`src/rtl/videoPkg.sv`:
```
package videoPkg;

    // --------------------
    // Display geometry
    // --------------------
    // Horizontal, in pixel clocks
    localparam int hDisplay = 16;
    localparam int hBack    = 4;
    localparam int hFront   = 2;
    localparam int hSync    = 3;
    localparam int hTotal   = hDisplay + hFront + hSync + hBack;

    // Vertical, in lines
    localparam int vDisplay = 6;
    localparam int vTop     = 2;
    localparam int vBottom  = 1;
    localparam int vSync    = 2;
    localparam int vTotal   = vDisplay + vBottom + vSync + vTop;

    // Sync windows, active video first then front porch
    localparam int hSyncStart = hDisplay + hFront;
    localparam int hSyncEnd   = hSyncStart + hSync;
    localparam int vSyncStart = vDisplay + vBottom;
    localparam int vSyncEnd   = vSyncStart + vSync;

    // Counter widths
    localparam int hCountWidth = $clog2(hTotal);
    localparam int vCountWidth = $clog2(vTotal);
    localparam int xWidth      = $clog2(hDisplay);
    localparam int yWidth      = $clog2(vDisplay);

    // --------------------
    // Line buffer
    // --------------------
    // Depth doubles as the starting credit count
    localparam int buffDepth   = 8;
    localparam int ptrWidth    = $clog2(buffDepth);
    localparam int creditWidth = $clog2(buffDepth + 1);

    // Backlight PWM period is 2**pwmWidth cycles
    localparam int pwmWidth = 4;

    // --------------------
    // Types
    // --------------------
    // 4:4:4 colour
    typedef struct packed {
        logic [3:0] red;
        logic [3:0] green;
        logic [3:0] blue;
    } rgbPixelT;

    // Syncs are active low
    typedef struct packed {
        logic hsync;
        logic vsync;
        logic de;
        logic lineEnd;
        logic frameEnd;
    } videoTimingT;

    typedef enum logic [1:0] {
        patSolid,
        patBars,
        patGradient,
        patChecker
    } patternOpT;

    // Registered panel pins
    typedef struct packed {
        logic [3:0] red;
        logic [3:0] green;
        logic [3:0] blue;
        logic       hsync;
        logic       vsync;
        logic       de;
    } tftPortT;

    // Blanking values, syncs inactive
    localparam rgbPixelT blackPixel = '{red: 4'h0, green: 4'h0, blue: 4'h0};
    localparam rgbPixelT whitePixel = '{red: 4'hF, green: 4'hF, blue: 4'hF};
    localparam videoTimingT timingIdle = '{hsync: 1'b1, vsync: 1'b1, de: 1'b0,
                                          lineEnd: 1'b0, frameEnd: 1'b0};
    localparam tftPortT tftIdle = '{red: 4'h0, green: 4'h0, blue: 4'h0,
                                   hsync: 1'b1, vsync: 1'b1, de: 1'b0};

endpackage

```
`src/rtl/displayTiming.sv`:
```
`timescale 1ns/10ps

module displayTiming
(
    input  logic                  pixelClk,
    input  logic                  reset,
    output videoPkg::videoTimingT timing
);

    import videoPkg::*;

    // --------------------
    // Raster counters
    // --------------------
    logic [hCountWidth-1:0] hCount;
    logic [vCountWidth-1:0] vCount;
    logic                   hLast;
    logic                   vLast;

    // Region decodes
    logic hActive;
    logic vActive;
    logic hSyncZone;
    logic vSyncZone;

    // Last pixel of a line, last line of a frame
    assign hLast = (hCount == hCountWidth'(hTotal - 1));
    assign vLast = (vCount == vCountWidth'(vTotal - 1));

    // Horizontal walk and vertical step at end of line
    always_ff @(posedge pixelClk)
    begin
        if (reset)
        begin
            // Parked on the last pixel of a frame, wraps to 0 on release
            hCount <= hCountWidth'(hTotal - 1);
            vCount <= vCountWidth'(vTotal - 1);
        end
        else if (hLast)
        begin
            hCount <= '0;
            if (vLast)
            begin
                vCount <= '0;
            end
            else
            begin
                vCount <= vCount + 1'b1;
            end
        end
        else
        begin
            hCount <= hCount + 1'b1;
        end
    end

    // --------------------
    // Region decode
    // --------------------
    // Active video at start of line and frame
    assign hActive   = (hCount < hCountWidth'(hDisplay));
    assign vActive   = (vCount < vCountWidth'(vDisplay));
    // Sync after front porch
    assign hSyncZone = (hCount >= hCountWidth'(hSyncStart))
                    && (hCount < hCountWidth'(hSyncEnd));
    assign vSyncZone = (vCount >= vCountWidth'(vSyncStart))
                    && (vCount < vCountWidth'(vSyncEnd));

    // Timing struct, one register stage behind the counters
    always_ff @(posedge pixelClk)
    begin
        if (reset)
        begin
            timing <= timingIdle;
        end
        else
        begin
            timing.hsync    <= ~hSyncZone;
            timing.vsync    <= ~vSyncZone;
            timing.de       <= hActive && vActive;
            timing.lineEnd  <= hLast;
            timing.frameEnd <= hLast && vLast;
        end
    end

endmodule

```
`src/rtl/pixelSource.sv`:
```
`timescale 1ns/10ps

module pixelSource
(
    input  logic                pixelClk,
    input  logic                reset,
    input  videoPkg::patternOpT pattern,
    input  videoPkg::rgbPixelT  solidColor,
    input  logic                creditReturn,
    output logic                pushValid,
    output videoPkg::rgbPixelT  pushPixel
);

    import videoPkg::*;

    // --------------------
    // State
    // --------------------
    // Free buffer slots
    logic [creditWidth-1:0] credits;
    logic                   canPush;

    // Raster position of the next pixel
    logic [xWidth-1:0] xPos;
    logic [yWidth-1:0] yPos;
    logic              frameStart;

    // Pattern held for the whole frame
    patternOpT frameOp;
    rgbPixelT  frameColor;
    patternOpT activeOp;
    rgbPixelT  activeColor;

    // Colour rules for one pixel
    function automatic rgbPixelT drawPixel(
        input patternOpT         op,
        input rgbPixelT          color,
        input logic [xWidth-1:0] x,
        input logic [yWidth-1:0] y
    );
        rgbPixelT   pix;
        logic [2:0] bar;
        pix = blackPixel;
        // Bars are 2 pixels wide
        bar = 3'(x >> 1);
        case (op)
            patSolid:
            begin
                pix = color;
            end
            patBars:
            begin
                pix.red   = {4{bar[2]}};
                pix.green = {4{bar[1]}};
                pix.blue  = {4{bar[0]}};
            end
            patGradient:
            begin
                pix.red   = 4'(x);
                pix.green = 4'(y);
                pix.blue  = 4'(x) ^ 4'(y);
            end
            patChecker:
            begin
                // 2x2 squares
                pix = (x[1] ^ y[1]) ? whitePixel : blackPixel;
            end
            default:
            begin
                pix = blackPixel;
            end
        endcase
        return pix;
    endfunction

    assign canPush    = (credits != '0);
    assign frameStart = (xPos == '0) && (yPos == '0);

    // Pixel (0,0) takes the live inputs, the rest the latched copy
    assign activeOp    = frameStart ? pattern : frameOp;
    assign activeColor = frameStart ? solidColor : frameColor;

    // --------------------
    // Credit loop
    // --------------------
    // One credit per push, one back per return
    always_ff @(posedge pixelClk)
    begin
        if (reset)
        begin
            credits <= creditWidth'(buffDepth);
        end
        else
        begin
            credits <= credits - creditWidth'(canPush) + creditWidth'(creditReturn);
        end
    end

    // Position advances only on a push, held while stalled
    always_ff @(posedge pixelClk)
    begin
        if (reset)
        begin
            pushValid <= 1'b0;
            xPos      <= '0;
            yPos      <= '0;
        end
        else
        begin
            pushValid <= canPush;
            if (canPush)
            begin
                if (xPos == xWidth'(hDisplay - 1))
                begin
                    xPos <= '0;
                    yPos <= (yPos == yWidth'(vDisplay - 1)) ? '0 : yPos + 1'b1;
                end
                else
                begin
                    xPos <= xPos + 1'b1;
                end
            end
        end
    end

    // Pixel data and frame latch
    always_ff @(posedge pixelClk)
    begin
        if (canPush)
        begin
            pushPixel <= drawPixel(activeOp, activeColor, xPos, yPos);
            if (frameStart)
            begin
                frameOp    <= pattern;
                frameColor <= solidColor;
            end
        end
    end

endmodule

```
`src/rtl/pixelBuffer.sv`:
```
`timescale 1ns/10ps

module pixelBuffer
(
    input  logic               pixelClk,
    input  logic               reset,
    input  logic               pushValid,
    input  videoPkg::rgbPixelT pushPixel,
    input  logic               pop,
    output videoPkg::rgbPixelT headPixel,
    output logic               empty
);

    import videoPkg::*;

    // --------------------
    // Storage
    // --------------------
    rgbPixelT store [buffDepth];

    logic [ptrWidth-1:0]    wrPtr;
    logic [ptrWidth-1:0]    rdPtr;
    // Occupancy, 0 to buffDepth
    logic [creditWidth-1:0] count;
    logic                   doPop;

    // Circular pointer step
    function automatic logic [ptrWidth-1:0] nextPtr(input logic [ptrWidth-1:0] ptr);
        logic [ptrWidth-1:0] step;
        step = (ptr == ptrWidth'(buffDepth - 1)) ? '0 : ptr + 1'b1;
        return step;
    endfunction

    // Oldest word always on the head
    assign headPixel = store[rdPtr];
    assign empty     = (count == '0);
    // Ignore a pop on an empty buffer
    assign doPop     = pop && !empty;

    // Write side
    always_ff @(posedge pixelClk)
    begin
        if (pushValid)
        begin
            store[wrPtr] <= pushPixel;
        end
    end

    // --------------------
    // Pointers and count
    // --------------------
    always_ff @(posedge pixelClk)
    begin
        if (reset)
        begin
            wrPtr <= '0;
            rdPtr <= '0;
            count <= '0;
        end
        else
        begin
            if (pushValid)
            begin
                wrPtr <= nextPtr(wrPtr);
            end
            if (doPop)
            begin
                rdPtr <= nextPtr(rdPtr);
            end
            // Simultaneous push and pop leave count as is
            count <= count + creditWidth'(pushValid) - creditWidth'(doPop);
        end
    end

endmodule

```
`src/rtl/tftOutput.sv`:
```
`timescale 1ns/10ps

module tftOutput
(
    input  logic                    pixelClk,
    input  logic                    reset,
    input  videoPkg::videoTimingT   timing,
    input  videoPkg::rgbPixelT      headPixel,
    input  logic                    empty,
    input  logic [videoPkg::pwmWidth-1:0] backLightDuty,
    output logic                    pop,
    output logic                    creditReturn,
    output videoPkg::tftPortT       tft,
    output logic                    backLight,
    output logic                    underflow
);

    import videoPkg::*;

    // Pixel sent to the panel this cycle
    rgbPixelT pixelOut;
    // Active video with nothing buffered
    logic     starved;

    // Backlight PWM phase
    logic [pwmWidth-1:0] pwmCount;

    // --------------------
    // Pixel path
    // --------------------
    // Take one pixel per active cycle
    assign pop      = timing.de && !empty;
    assign starved  = timing.de && empty;
    // Black during blanking and on a starved cycle
    assign pixelOut = pop ? headPixel : blackPixel;

    // Panel pins, one cycle after the timing
    always_ff @(posedge pixelClk)
    begin
        if (reset)
        begin
            tft <= tftIdle;
        end
        else
        begin
            tft.red   <= pixelOut.red;
            tft.green <= pixelOut.green;
            tft.blue  <= pixelOut.blue;
            tft.hsync <= timing.hsync;
            tft.vsync <= timing.vsync;
            tft.de    <= timing.de;
        end
    end

    // Credit back to the source, pop one cycle late
    // Sticky underflow flag
    always_ff @(posedge pixelClk)
    begin
        if (reset)
        begin
            creditReturn <= 1'b0;
            underflow    <= 1'b0;
        end
        else
        begin
            creditReturn <= pop;
            if (starved)
            begin
                underflow <= 1'b1;
            end
        end
    end

    // --------------------
    // Backlight PWM
    // --------------------
    // Free-running, high for backLightDuty of every 16 cycles
    always_ff @(posedge pixelClk)
    begin
        if (reset)
        begin
            pwmCount  <= '0;
            backLight <= 1'b0;
        end
        else
        begin
            pwmCount  <= pwmCount + 1'b1;
            backLight <= (pwmCount < backLightDuty);
        end
    end

endmodule

```
`src/rtl/tftVideoSystem.sv`:
```
`timescale 1ns/10ps

module tftVideoSystem
(
    input  logic                          pixelClk,
    input  logic                          reset,
    input  videoPkg::patternOpT           pattern,
    input  videoPkg::rgbPixelT            solidColor,
    input  logic [videoPkg::pwmWidth-1:0] backLightDuty,
    output videoPkg::tftPortT             tft,
    output logic                          backLight,
    output logic                          underflow
);

    import videoPkg::*;

    // --------------------
    // Stage wiring
    // --------------------
    // Timing to output stage
    videoTimingT timing;

    // Source to buffer
    logic     pushValid;
    rgbPixelT pushPixel;

    // Buffer to output stage and back
    rgbPixelT headPixel;
    logic     empty;
    logic     pop;
    logic     creditReturn;

    // Raster timing
    displayTiming i_displayTiming
    (
        .pixelClk     (pixelClk),
        .reset        (reset),
        .timing       (timing)
    );

    // Pattern drawing, runs ahead on credits
    pixelSource i_pixelSource
    (
        .pixelClk     (pixelClk),
        .reset        (reset),
        .pattern      (pattern),
        .solidColor   (solidColor),
        .creditReturn (creditReturn),
        .pushValid    (pushValid),
        .pushPixel    (pushPixel)
    );

    // Line buffer between source and panel
    pixelBuffer i_pixelBuffer
    (
        .pixelClk     (pixelClk),
        .reset        (reset),
        .pushValid    (pushValid),
        .pushPixel    (pushPixel),
        .pop          (pop),
        .headPixel    (headPixel),
        .empty        (empty)
    );

    // Merge pixels with timing, drive the panel
    tftOutput i_tftOutput
    (
        .pixelClk      (pixelClk),
        .reset         (reset),
        .timing        (timing),
        .headPixel     (headPixel),
        .empty         (empty),
        .backLightDuty (backLightDuty),
        .pop           (pop),
        .creditReturn  (creditReturn),
        .tft           (tft),
        .backLight     (backLight),
        .underflow     (underflow)
    );

endmodule

```
`config.mk`:
```
export PLATFORM = sky130hd
export DESIGN_NAME = tftVideoSystem
export DESIGN_NICKNAME = d
export VERILOG_FILES = /design/src/rtl/videoPkg.sv /design/src/rtl/displayTiming.sv /design/src/rtl/pixelSource.sv /design/src/rtl/pixelBuffer.sv /design/src/rtl/tftOutput.sv /design/src/rtl/tftVideoSystem.sv
export SDC_FILE = /design/constraint.sdc
export NUM_CORES = 1
export LEC_CHECK = 0
export BUFFER_PORTS_ARGS = -buffer_cell sky130_fd_sc_hd__buf_2
export CAP_MARGIN = 30
export CORE_UTILIZATION = 28
export CTS_BUF_LIST = sky130_fd_sc_hd__clkbuf_4 sky130_fd_sc_hd__clkbuf_8 sky130_fd_sc_hd__clkbuf_16
export DETAILED_ROUTE_END_ITERATION = 7
export PLACE_DENSITY = 0.51
export SYNTH_ARGS = -nofsm -noshare
export SYNTH_HDL_FRONTEND = slang
export SYNTH_SLANG_ARGS = --single-unit
```
`constraint.sdc`:
```
create_clock -name pixelClk -period 3.91 [get_ports pixelClk]
set_clock_uncertainty 0.1 [all_clocks]
set_input_delay 0.782 -clock pixelClk [delete_from_list [all_inputs] [get_ports pixelClk]]
set_output_delay 0.782 -clock pixelClk [all_outputs]
set_load 0.02 [all_outputs]
```
* After elaboration in Yosys (flattened, before gate mapping) *
Memories as Yosys holds them, arrays and structs flattened. A register that Yosys moved wholly into a read port is not among the register bits.
Cells that the tools add are included.

storage, ports and cells
  logic and storage cells = 88
  register bits = 70
  memories = 1
  RAM bits = 96
  input port bits = 20
  output and inout port bits = 17

cells by class
  multiplexer cells = 12
  add/subtract/negate cells = 11
  reduce and logical (&&, ||, !) cells = 16
  order comparisons = 7
  equality and inequality tests = 9
  bitwise logic cells = 5

memories
  memory               depth  width  rd ports  clocked after memory_dff  write ports  line               text
  i_pixelBuffer.store  8      12     1         1                         1            pixelBuffer.sv:19  rgbPixelT store [buffDepth];

operators by type and width
  operator                                             count
  case mux 12 bit (4 select lines)                     1
  2-to-1 mux 12 bit                                    2
  adder 4 x 1 -> 4 bit, second input constant          3
  < comparator 5 bit, second input constant            2
  adder 3 x 1 -> 3 bit, second input constant          3
  == test 3 bit, second input constant                 3
  2-to-1 mux 3 bit                                     3
  adder 4 x 1 -> 4 bit                                 2
  == test 4 bit, second input constant                 2
  zero test 4 bit                                      2
  2-to-1 mux 4 bit                                     2
  subtractor 4 x 1 -> 4 bit                            2
  logical AND 1 bit                                    7
  adder 5 x 1 -> 5 bit, second input constant          1
  == test 5 bit, second input constant                 1
  >= comparator 5 bit, second input constant           1
  2-to-1 mux 5 bit                                     1
  == test 2 bit, second input constant                 2
  >= comparator 4 x 3 -> 1 bit, second input constant  1
  < comparator 4 x 3 -> 1 bit, second input constant   1
  < comparator 4 bit                                   1
  < comparator 4 bit, second input constant            1
  nonzero test 4 bit                                   1
  OR reduction 2 bit                                   2
  10 further kinds                                     13

* Logic depth before layout (Yosys ltp) *
Gate-level depths: netlist of run 1.

  word-level depth = 5
  depth in mapped cells = 12
  mapped depth without buffers = 12

* Hierarchy *
Synthesis of run 1 repeated with hierarchy kept, for this count alone.

unflattened totals
  cell total of the unflattened synthesis = 544
  area total of the unflattened synthesis = 7,836.3 µm²

by module, submodules not included
  module         times used  cells an instance  sequential area each (µm²)  area each (µm²)
  pixelBuffer    1           213                3,143.0                     4,346.7
  pixelSource    1           204                1,021.0                     2,139.6
  tftOutput      1           63                 440.4                       721.9
  displayTiming  1           64                 280.3                       628.1

* Worst setup path after synthesis of run 1 *
OpenSTA, ideal clock, no wires.

  kind = register to register
  start point = register i_pixelSource.credits[2]
  end point = register i_pixelSource.credits[2]
  library setup time = 128 ps
  stages on the path, launching flop included = 12
  data required time = 3,682 ps
  path slack = 1,149 ps
  arrival = 2,533 ps
  path buffers = 0
  clock period less this slack = 2,761 ps
  cells stage by stage = dfxtp_1 -> inv_1 -> ha_1 -> nor3b_1 -> inv_1 -> ha_1 -> inv_1 -> ha_1 -> inv_1 -> fa_1 -> xor2_1 -> nor2_1

on the way
  longest elaborated chain between the ends = 3

RTL lines
  what                             line               text
  start: declaration               pixelSource.sv:20  logic [creditWidth-1:0] credits;
  start signal: assignment         pixelSource.sv:91  credits <= creditWidth'(buffDepth);
  start signal: assignment         pixelSource.sv:95  credits <= credits - creditWidth'(canPush) + creditWidth'(creditReturn);
  nonzero test 4 bit               pixelSource.sv:76  assign canPush = (credits != '0);
  named net i_pixelSource.canPush  pixelSource.sv:21  logic canPush;
  subtractor 4 x 1 -> 4 bit        pixelSource.sv:95
  adder 4 x 1 -> 4 bit             pixelSource.sv:95

The timed path passes the listed nets, and every way through them passes these cells.
A chain may end at the register's enable or synchronous reset.

* Worst setup path in the final report of run 1 *
  start point = register i_pixelBuffer.count[2]
  end point = register i_pixelBuffer.count[2]

on the way
  longest elaborated chain between the ends = 5
  elaborated cells between the ends (all ways) = 6
  those cells by class = add/sub (2); reduce/logical (4)

RTL lines
  what                           line                                text
  start: declaration             pixelBuffer.sv:24                   logic [creditWidth-1:0] count;
  start signal: assignment       pixelBuffer.sv:71                   count <= count + creditWidth'(pushValid) - creditWidth'(doPop);
  zero test 4 bit *              pixelBuffer.sv:36                   assign empty = (count == '0);
  zero test 1 bit *              pixelBuffer.sv:38, tftOutput.sv:32
  logical AND 1 bit              tftOutput.sv:32                     assign pop = timing.de && !empty;
  logical AND 1 bit *            pixelBuffer.sv:38                   assign doPop = pop && !empty;
  named net i_pixelBuffer.doPop  pixelBuffer.sv:25                   logic doPop;
  subtractor 4 x 1 -> 4 bit *    pixelBuffer.sv:71

Mark *: on every way through the listed nets, which the timed path passes. The rest lies on a longest branch.

==> results of run 1 <==
-- cell usage after synthesis (7+ instances only) --
master / count
nand2_1: 38
a21o_1: 7
xnor2_1: 9
mux2i_1: 15
ha_1: 23
nor2_1: 51
o21ai_0: 9
inv_1: 29
nand3_1: 10
mux4_2: 24
edfxtp_1: 122
clkbuf_1: 21
nor2b_1: 11
nand2b_1: 9
dfxtp_1: 56
a21oi_1: 29
xor2_1: 7
-- where the power goes --
group          internal, W  total (W)  leakage [nW]  switching [W]
clock             0.000857    0.00167         0.285       0.000816
combinational     0.000612    0.00133          1.26       0.000719
sequential         0.00254    0.00288          1.62       0.000345
total              0.00401    0.00589          3.17        0.00188
-- cell families after synthesis --
group,count (synthesis),share of synthesized area [%]
buffers and inverters,59,3.294
muxes,47,10.33
xor gates and xnor gates,16,1.845
DFF,178,62.98
and+or+nand+nor,150,9.997
adders and majority gates,25,4.315
AOI/OAI and AO/OA,79,7.246
-- metal layers --
layer / GRT usage [%] / vias up / part of all wire, %
met5: 0 / - / 0
met4: 4.106 / 0 / 1.4
met3: 2.662 / 16 / 3.3
met2: 19.04 / 81 / 49
met1: 14.11 / 2106 / 46
li1: - / 2098 / -
-- cell type report --
type	count	area, sq um
sequential	178	4785
clock buffer	17	425.4
multi-input combinational	317	2562
fill	2576	17600
timing repair buffer	48	290.3
clock inverter	15	167.7
tap	335	419.2
inverter	29	108.9
-- flip-flops by register name (all words and copies together) (netlist names), 5 cells and up --
register / cells
i_pixelSource.frameColor: 12
i_pixelSource.pushPixel: 12
i_displayTiming.hCount: 5
i_tftOutput.tft: 15
i_pixelBuffer.store: 96
-- per-stage QoR --
| step | std cells | utilization, % | worst slack (ns) |
|---|---|---|---|
| finish | 939 | 33.23 | 1.251 |
| global placement | 906 | 30.88 | 1.351 |
| detailed placement | 907 | 30.98 | 1.273 |
| global route | 939 | 33.23 | 1.023 |
| CTS | 939 | 33.23 | 1.254 |
| floorplan | 554 | - | 1.149 |
-- how the worst max path moves through the flow --
stage	endpoint	slack [ns]	depth (start not counted)
global placement	i_pixelBuffer.count[2]$_SDFF_PP0_	1.35	12
global route	i_pixelSource.credits[2]$_SDFF_PP0_	1.02	11
detailed placement	i_pixelBuffer.count[2]$_SDFF_PP0_	1.27	12
floorplan	i_pixelSource.credits[2]$_SDFF_PP0_	1.15	11
finish	i_pixelBuffer.count[2]$_SDFF_PP0_	1.25	12
CTS	i_pixelBuffer.count[2]$_SDFF_PP0_	1.25	12
==> flow_summary.yaml, run 1 <==
outcome:
  outcome: "completed"
timing:
  rsz0062_at_grt: "no"
  report.final.slew_viol_count: 0
  tightest_slew_ns: 0.7625
  slew_headroom_pct: 49.16
  min_period_ns: 2.659
  finalSetupViolCount: 0
  setup_tns_ns: 0
  post-route-period-util_pct: 68.00
  hold_violations: 0
  hold-worst-slack_ns: 0.3130
  max_freq_mhz: 376.1
cts:
  max-clock-path-buffers: 2
  htreeDepth: 4
  post_cts_resized: 0
  tritoncts: "yes"
  clk_pin_slew_ns: 0.07
  insertion_delay_ns: 0.43
  hold_buffers: 0
  clock_sinks: 178
  numCtsBuffers: 17
  postCtsSetupRepairBufs: 0
  root_buffer: "clkbuf_16"
critical_path:
  cp-start-kind: "register"
  arrival_ns: 2.85
  critPathTopFamily: "adder cells"
  path_cells: "inv_1 > ha_1 > or3b_2 > nand2_1 > inv_1 > ha_1 > inv_1 > ha_1 > inv_1 > fa_1 > xor2_1 > nor2_1"
  path_class: "register to register"
  r2r-end: "i_pixelBuffer.count[2]$_SDFF_PP0_"
  reg2reg_slack_ns: 1.25
  endpoint_kind: "register"
  critPathRequiredTime_ns: 4.10
  path_buf_inv: 4
  r2r-start: "i_pixelBuffer.count[2]$_SDFF_PP0_"
  max_stage_delay_ns: 0.49
  cp_slowest_cell: "or3b_2"
  cp_common_cell: "inv_1"
  path_max_fanout: 5
  setup.worst_path.start: "i_pixelBuffer.count[2]$_SDFF_PP0_"
  reg2regPathDepth: 12
global_routing:
  grt_max_degree: 44
  antenna_found_initial: 0
  grt_pass1_wl_mm: 23.96
  grt_pass1_vias: 4406
  grt_usage_pct: 11.31
  overflow: 0
floorplan:
  core-area_sq_um: 26350
  start_util_pct: 28.83
  pin_count: 37
  row_count: 59
  dieArea_sq_um: 27800
  die_height_um: 166.7
  fp.dieW_um: 166.7
finish:
  syn_to_final_growth_pct: 15.28
  antenna_cells: 0
  mostFrequentLayoutCells: "edfxtp_1 (122), dfxtp_1 (56), nor2_1 (51)"
  final_nets: 636
  stdcell_area_sq_um: 8758
  layout-drive-gt1-share_pct: 20.86
  final_common_cell: "edfxtp_1"
placed_design:
  placed_area_sq_um: 8165
  numPortBuffers: 36
  dp_hpwl_mm: 9.545
  gp_congestion: 0.8119
drt:
  drc: 0
  wl_per_cell_um: 15.81
  dr_total_vias: 4301
  ant_nets: 0
  viasPerCell: 4.580
  first_iter_violations: 232
  routed_wl_mm: 14.84
  first_pass_iters: 4
synth:
  synth_edf_count: 122
  ys.flop_type: "edfxtp_1"
  syn_area_sq_um: 7597
  synth_cell_types: 64
  ys_seq_area_share_pct: 62.98
  async_reset_ff_share_pct: 0
  yosysTopAreaCell: "edfxtp_1"
  synth_top_area_share_pct: 48.22
  synth_area_leaders: "edfxtp_1 (48%), dfxtp_1 (15%), mux4_2 (7.1%)"
  synth.ff_latch_count: 178
  synth.avg_cell_area_sq_um: 13.71
  postSynthCellCount: 554
  syn_nets: 599
  yosysWarnings: 0
min_path:
  hp-class: "register to register"
  worstHoldStart: "i_displayTiming.timing[3]$_SDFF_PP1_"
  min_to: "i_tftOutput.tft[1]$_SDFF_PP1_"
  hold_depth: 1
power_and_ir_drop:
  total_power_w: 0.005888
  ir_drop_mv: 0.2837
  power_density_nw_per_um2: 672.3
  leakage_nw: 3.165
job:
  max_cap_violations: 0
(Power assumes the default switching activity.)
==> inputs of run 2 (changes only) <==
==> constraint.sdc (replaced) <==
create_clock -name pixelClk -period 2.5 [get_ports pixelClk]
set_clock_uncertainty 0.1 [all_clocks]
set_input_delay 0.5 -clock pixelClk [delete_from_list [all_inputs] [get_ports pixelClk]]
set_output_delay 0.5 -clock pixelClk [all_outputs]
set_load 0.02 [all_outputs]
==> run 2 against run 1 <==
Combinational power up 68%. First-iteration DRC count rose by 18%. Non-clock buffer count is 15 higher. Highest routed layer unchanged.
==> flow_summary.yaml, run 2 (same netlist as run 1, synthesis figures left out) <==
outcome:
  outcome: "completed"
timing:
  finalSetupViolCount: 0
  post-route-period-util_pct: 95.04
  max_freq_mhz: 420.9
  rsz0062_at_grt: "no"
  hold-worst-slack_ns: 0.2530
  min_period_ns: 2.376
  hold_violations: 0
  setup_tns_ns: 0
  report.final.slew_viol_count: 0
  tightest_slew_ns: 0.7479
  slew_headroom_pct: 50.14
critical_path:
  cp-start-kind: "register"
  path_class: "register to register"
  critPathTopFamily: "adder cells"
  path_cells: "inv_2 > ha_2 > or3b_4 > nand2_2 > inv_1 > ha_1 > inv_1 > ha_2 > inv_1 > fa_2 > nor2_1"
  max_stage_delay_ns: 0.51
  endpoint_kind: "register"
  setup.worst_path.start: "i_pixelBuffer.count[2]$_SDFF_PP0_"
  path_buf_inv: 4
  arrival_ns: 2.59
  cp_slowest_cell: "fa_2"
  r2r-start: "i_pixelBuffer.count[2]$_SDFF_PP0_"
  path_max_fanout: 2
  critPathRequiredTime_ns: 2.71
  cp_common_cell: "inv_1"
finish:
  largest_reg_flops: 96
  instances_no_fill: 954
  layout-drive-gt1-share_pct: 24.07
  fillerInstances: 2565
  final_nets: 651
  syn_to_final_growth_pct: 16.93
  mostFrequentLayoutCells: "edfxtp_1 (122), dfxtp_1 (56), nor2_1 (51)"
  final_common_cell: "edfxtp_1"
  final_util_pct: 33.71
  antenna_cells: 0
  top_regs: "i_pixelBuffer.store: 96 flops, i_tftOutput.tft: 15 flops"
  stdcell_area_sq_um: 8884
  regMostFlops: "i_pixelBuffer.store"
cts:
  clk_pin_slew_ns: 0.07
  insertion_delay_ns: 0.43
  tritoncts: "yes"
  numCtsBuffers: 17
  max-clock-path-buffers: 2
  clock_sinks: 178
  htreeDepth: 4
  root_buffer: "clkbuf_16"
drt:
  dr_total_vias: 4430
  routed_wl_mm: 14.94
  ant_nets: 0
  wl_per_cell_um: 15.66
  drc: 0
  first_iter_violations: 274
  viasPerCell: 4.644
  first_pass_iters: 4
power_and_ir_drop:
  p_comb_share_pct: 24.0
  p_switching_w: 0.002951
  ir_drop_mv: 0.4502
  pwr-share-clk_pct: 28.2
  power_density_nw_per_um2: 1051
  switching_share_pct: 31.59
  leakage_nw: 3.244
  pwr-share-seq_pct: 47.8
  intPower_w: 0.006389
floorplan:
  core-area_sq_um: 26350
  pin_count: 37
  start_util_pct: 28.83
  fp.dieW_um: 166.7
  dieArea_sq_um: 27800
  die_height_um: 166.7
  row_count: 59
placed_design:
  gp_congestion: 0.7916
  numPortBuffers: 36
  dp_hpwl_mm: 9.858
  placed_area_sq_um: 8275
  dp.cells: 922
job:
  max_cap_violations: 0
min_path:
  hp-class: "primary input to register"
  worstHoldStart: "solidColor[5]"
global_routing:
  grt_usage_pct: 11.55
  grt_pass1_vias: 4673
  grt_pass1_wl_mm: 24.70
  overflow: 0
  grt_max_degree: 29
  antenna_found_initial: 0
run 2: cell count changes in the layout (fill, tap and decap cells not counted), sizes merged:
| cell | delta |
|---|---|
| buf | +15 |
| clkbuf | +1 |
| clkinvlp | -1 |
run 2: what timing repair did:
action                                  in CTS  in global routing
hold buffers                                 0                  0
hold endpoints to repair                     0                  0
endpoints found under the setup margin       1                  3
resized for setup                            1                  5
setup buffers                                0                  0
run 2: worst paths after layout:
kind	endpoint	slack [ns]	cells past startpoint
max	i_pixelBuffer.count[1]$_SDFF_PP0_	0.12	11
min	i_pixelSource.frameColor[5]$_DFFE_PN_	0.25	3
min reg2reg	i_tftOutput.tft[1]$_SDFF_PP1_	0.31	1
max reg2reg	i_pixelBuffer.count[1]$_SDFF_PP0_	0.12	11
run 2: worst register-to-register path: cells and delay by family, from the launching register on:
| kind | cells | cell delay (ns) |
|---|---|---|
| buf+inv | 4 | 0.22 |
| flops | 1 | 0.31 |
| simple gates | 3 | 0.51 |
| fa+ha+maj | 4 | 1.12 |
run 2: per-layer routing:
metal | routed length [um] | vias to the layer above | global-route usage (%)
li1 | - | 2134 | -
met3 | 533 | 14 | 2.448
met1 | 6744 | 2209 | 14.16
met5 | 0 | - | 0
met2 | 7484 | 73 | 19.88
met4 | 175 | 0 | 4.428
run 2: area by class of cell:
type | count | area (sq um) | share of cell area [%]
Sequential cell | 178 | 4785 | 53.86
Multi-Input combinational cell | 317 | 2580 | 29.04
Clock buffer | 18 | 432.9 | 4.873
Tap cell | 335 | 419.2 | 4.718
Timing Repair Buffer | 63 | 395.4 | 4.451
Clock inverter | 14 | 162.7 | 1.831
Inverter | 29 | 108.9 | 1.225
run 2: stage by stage:
step                power, W  setup WS, ns
floorplan           0.006095       0.06090
global placement    0.006676       0.08970
detailed placement  0.006789     0.0003157
CTS                 0.009454       0.01863
global route        0.009915       0.01502
finish              0.009340        0.1241
run 2: power by group through the flow:
stage               clock, W  sequential, W  combinational [W]
floorplan                  0        0.00430            0.00179
global placement           0        0.00449            0.00219
detailed placement         0        0.00454            0.00225
CTS                  0.00272        0.00447            0.00226
global route         0.00284        0.00456            0.00252
finish               0.00263        0.00447            0.00224
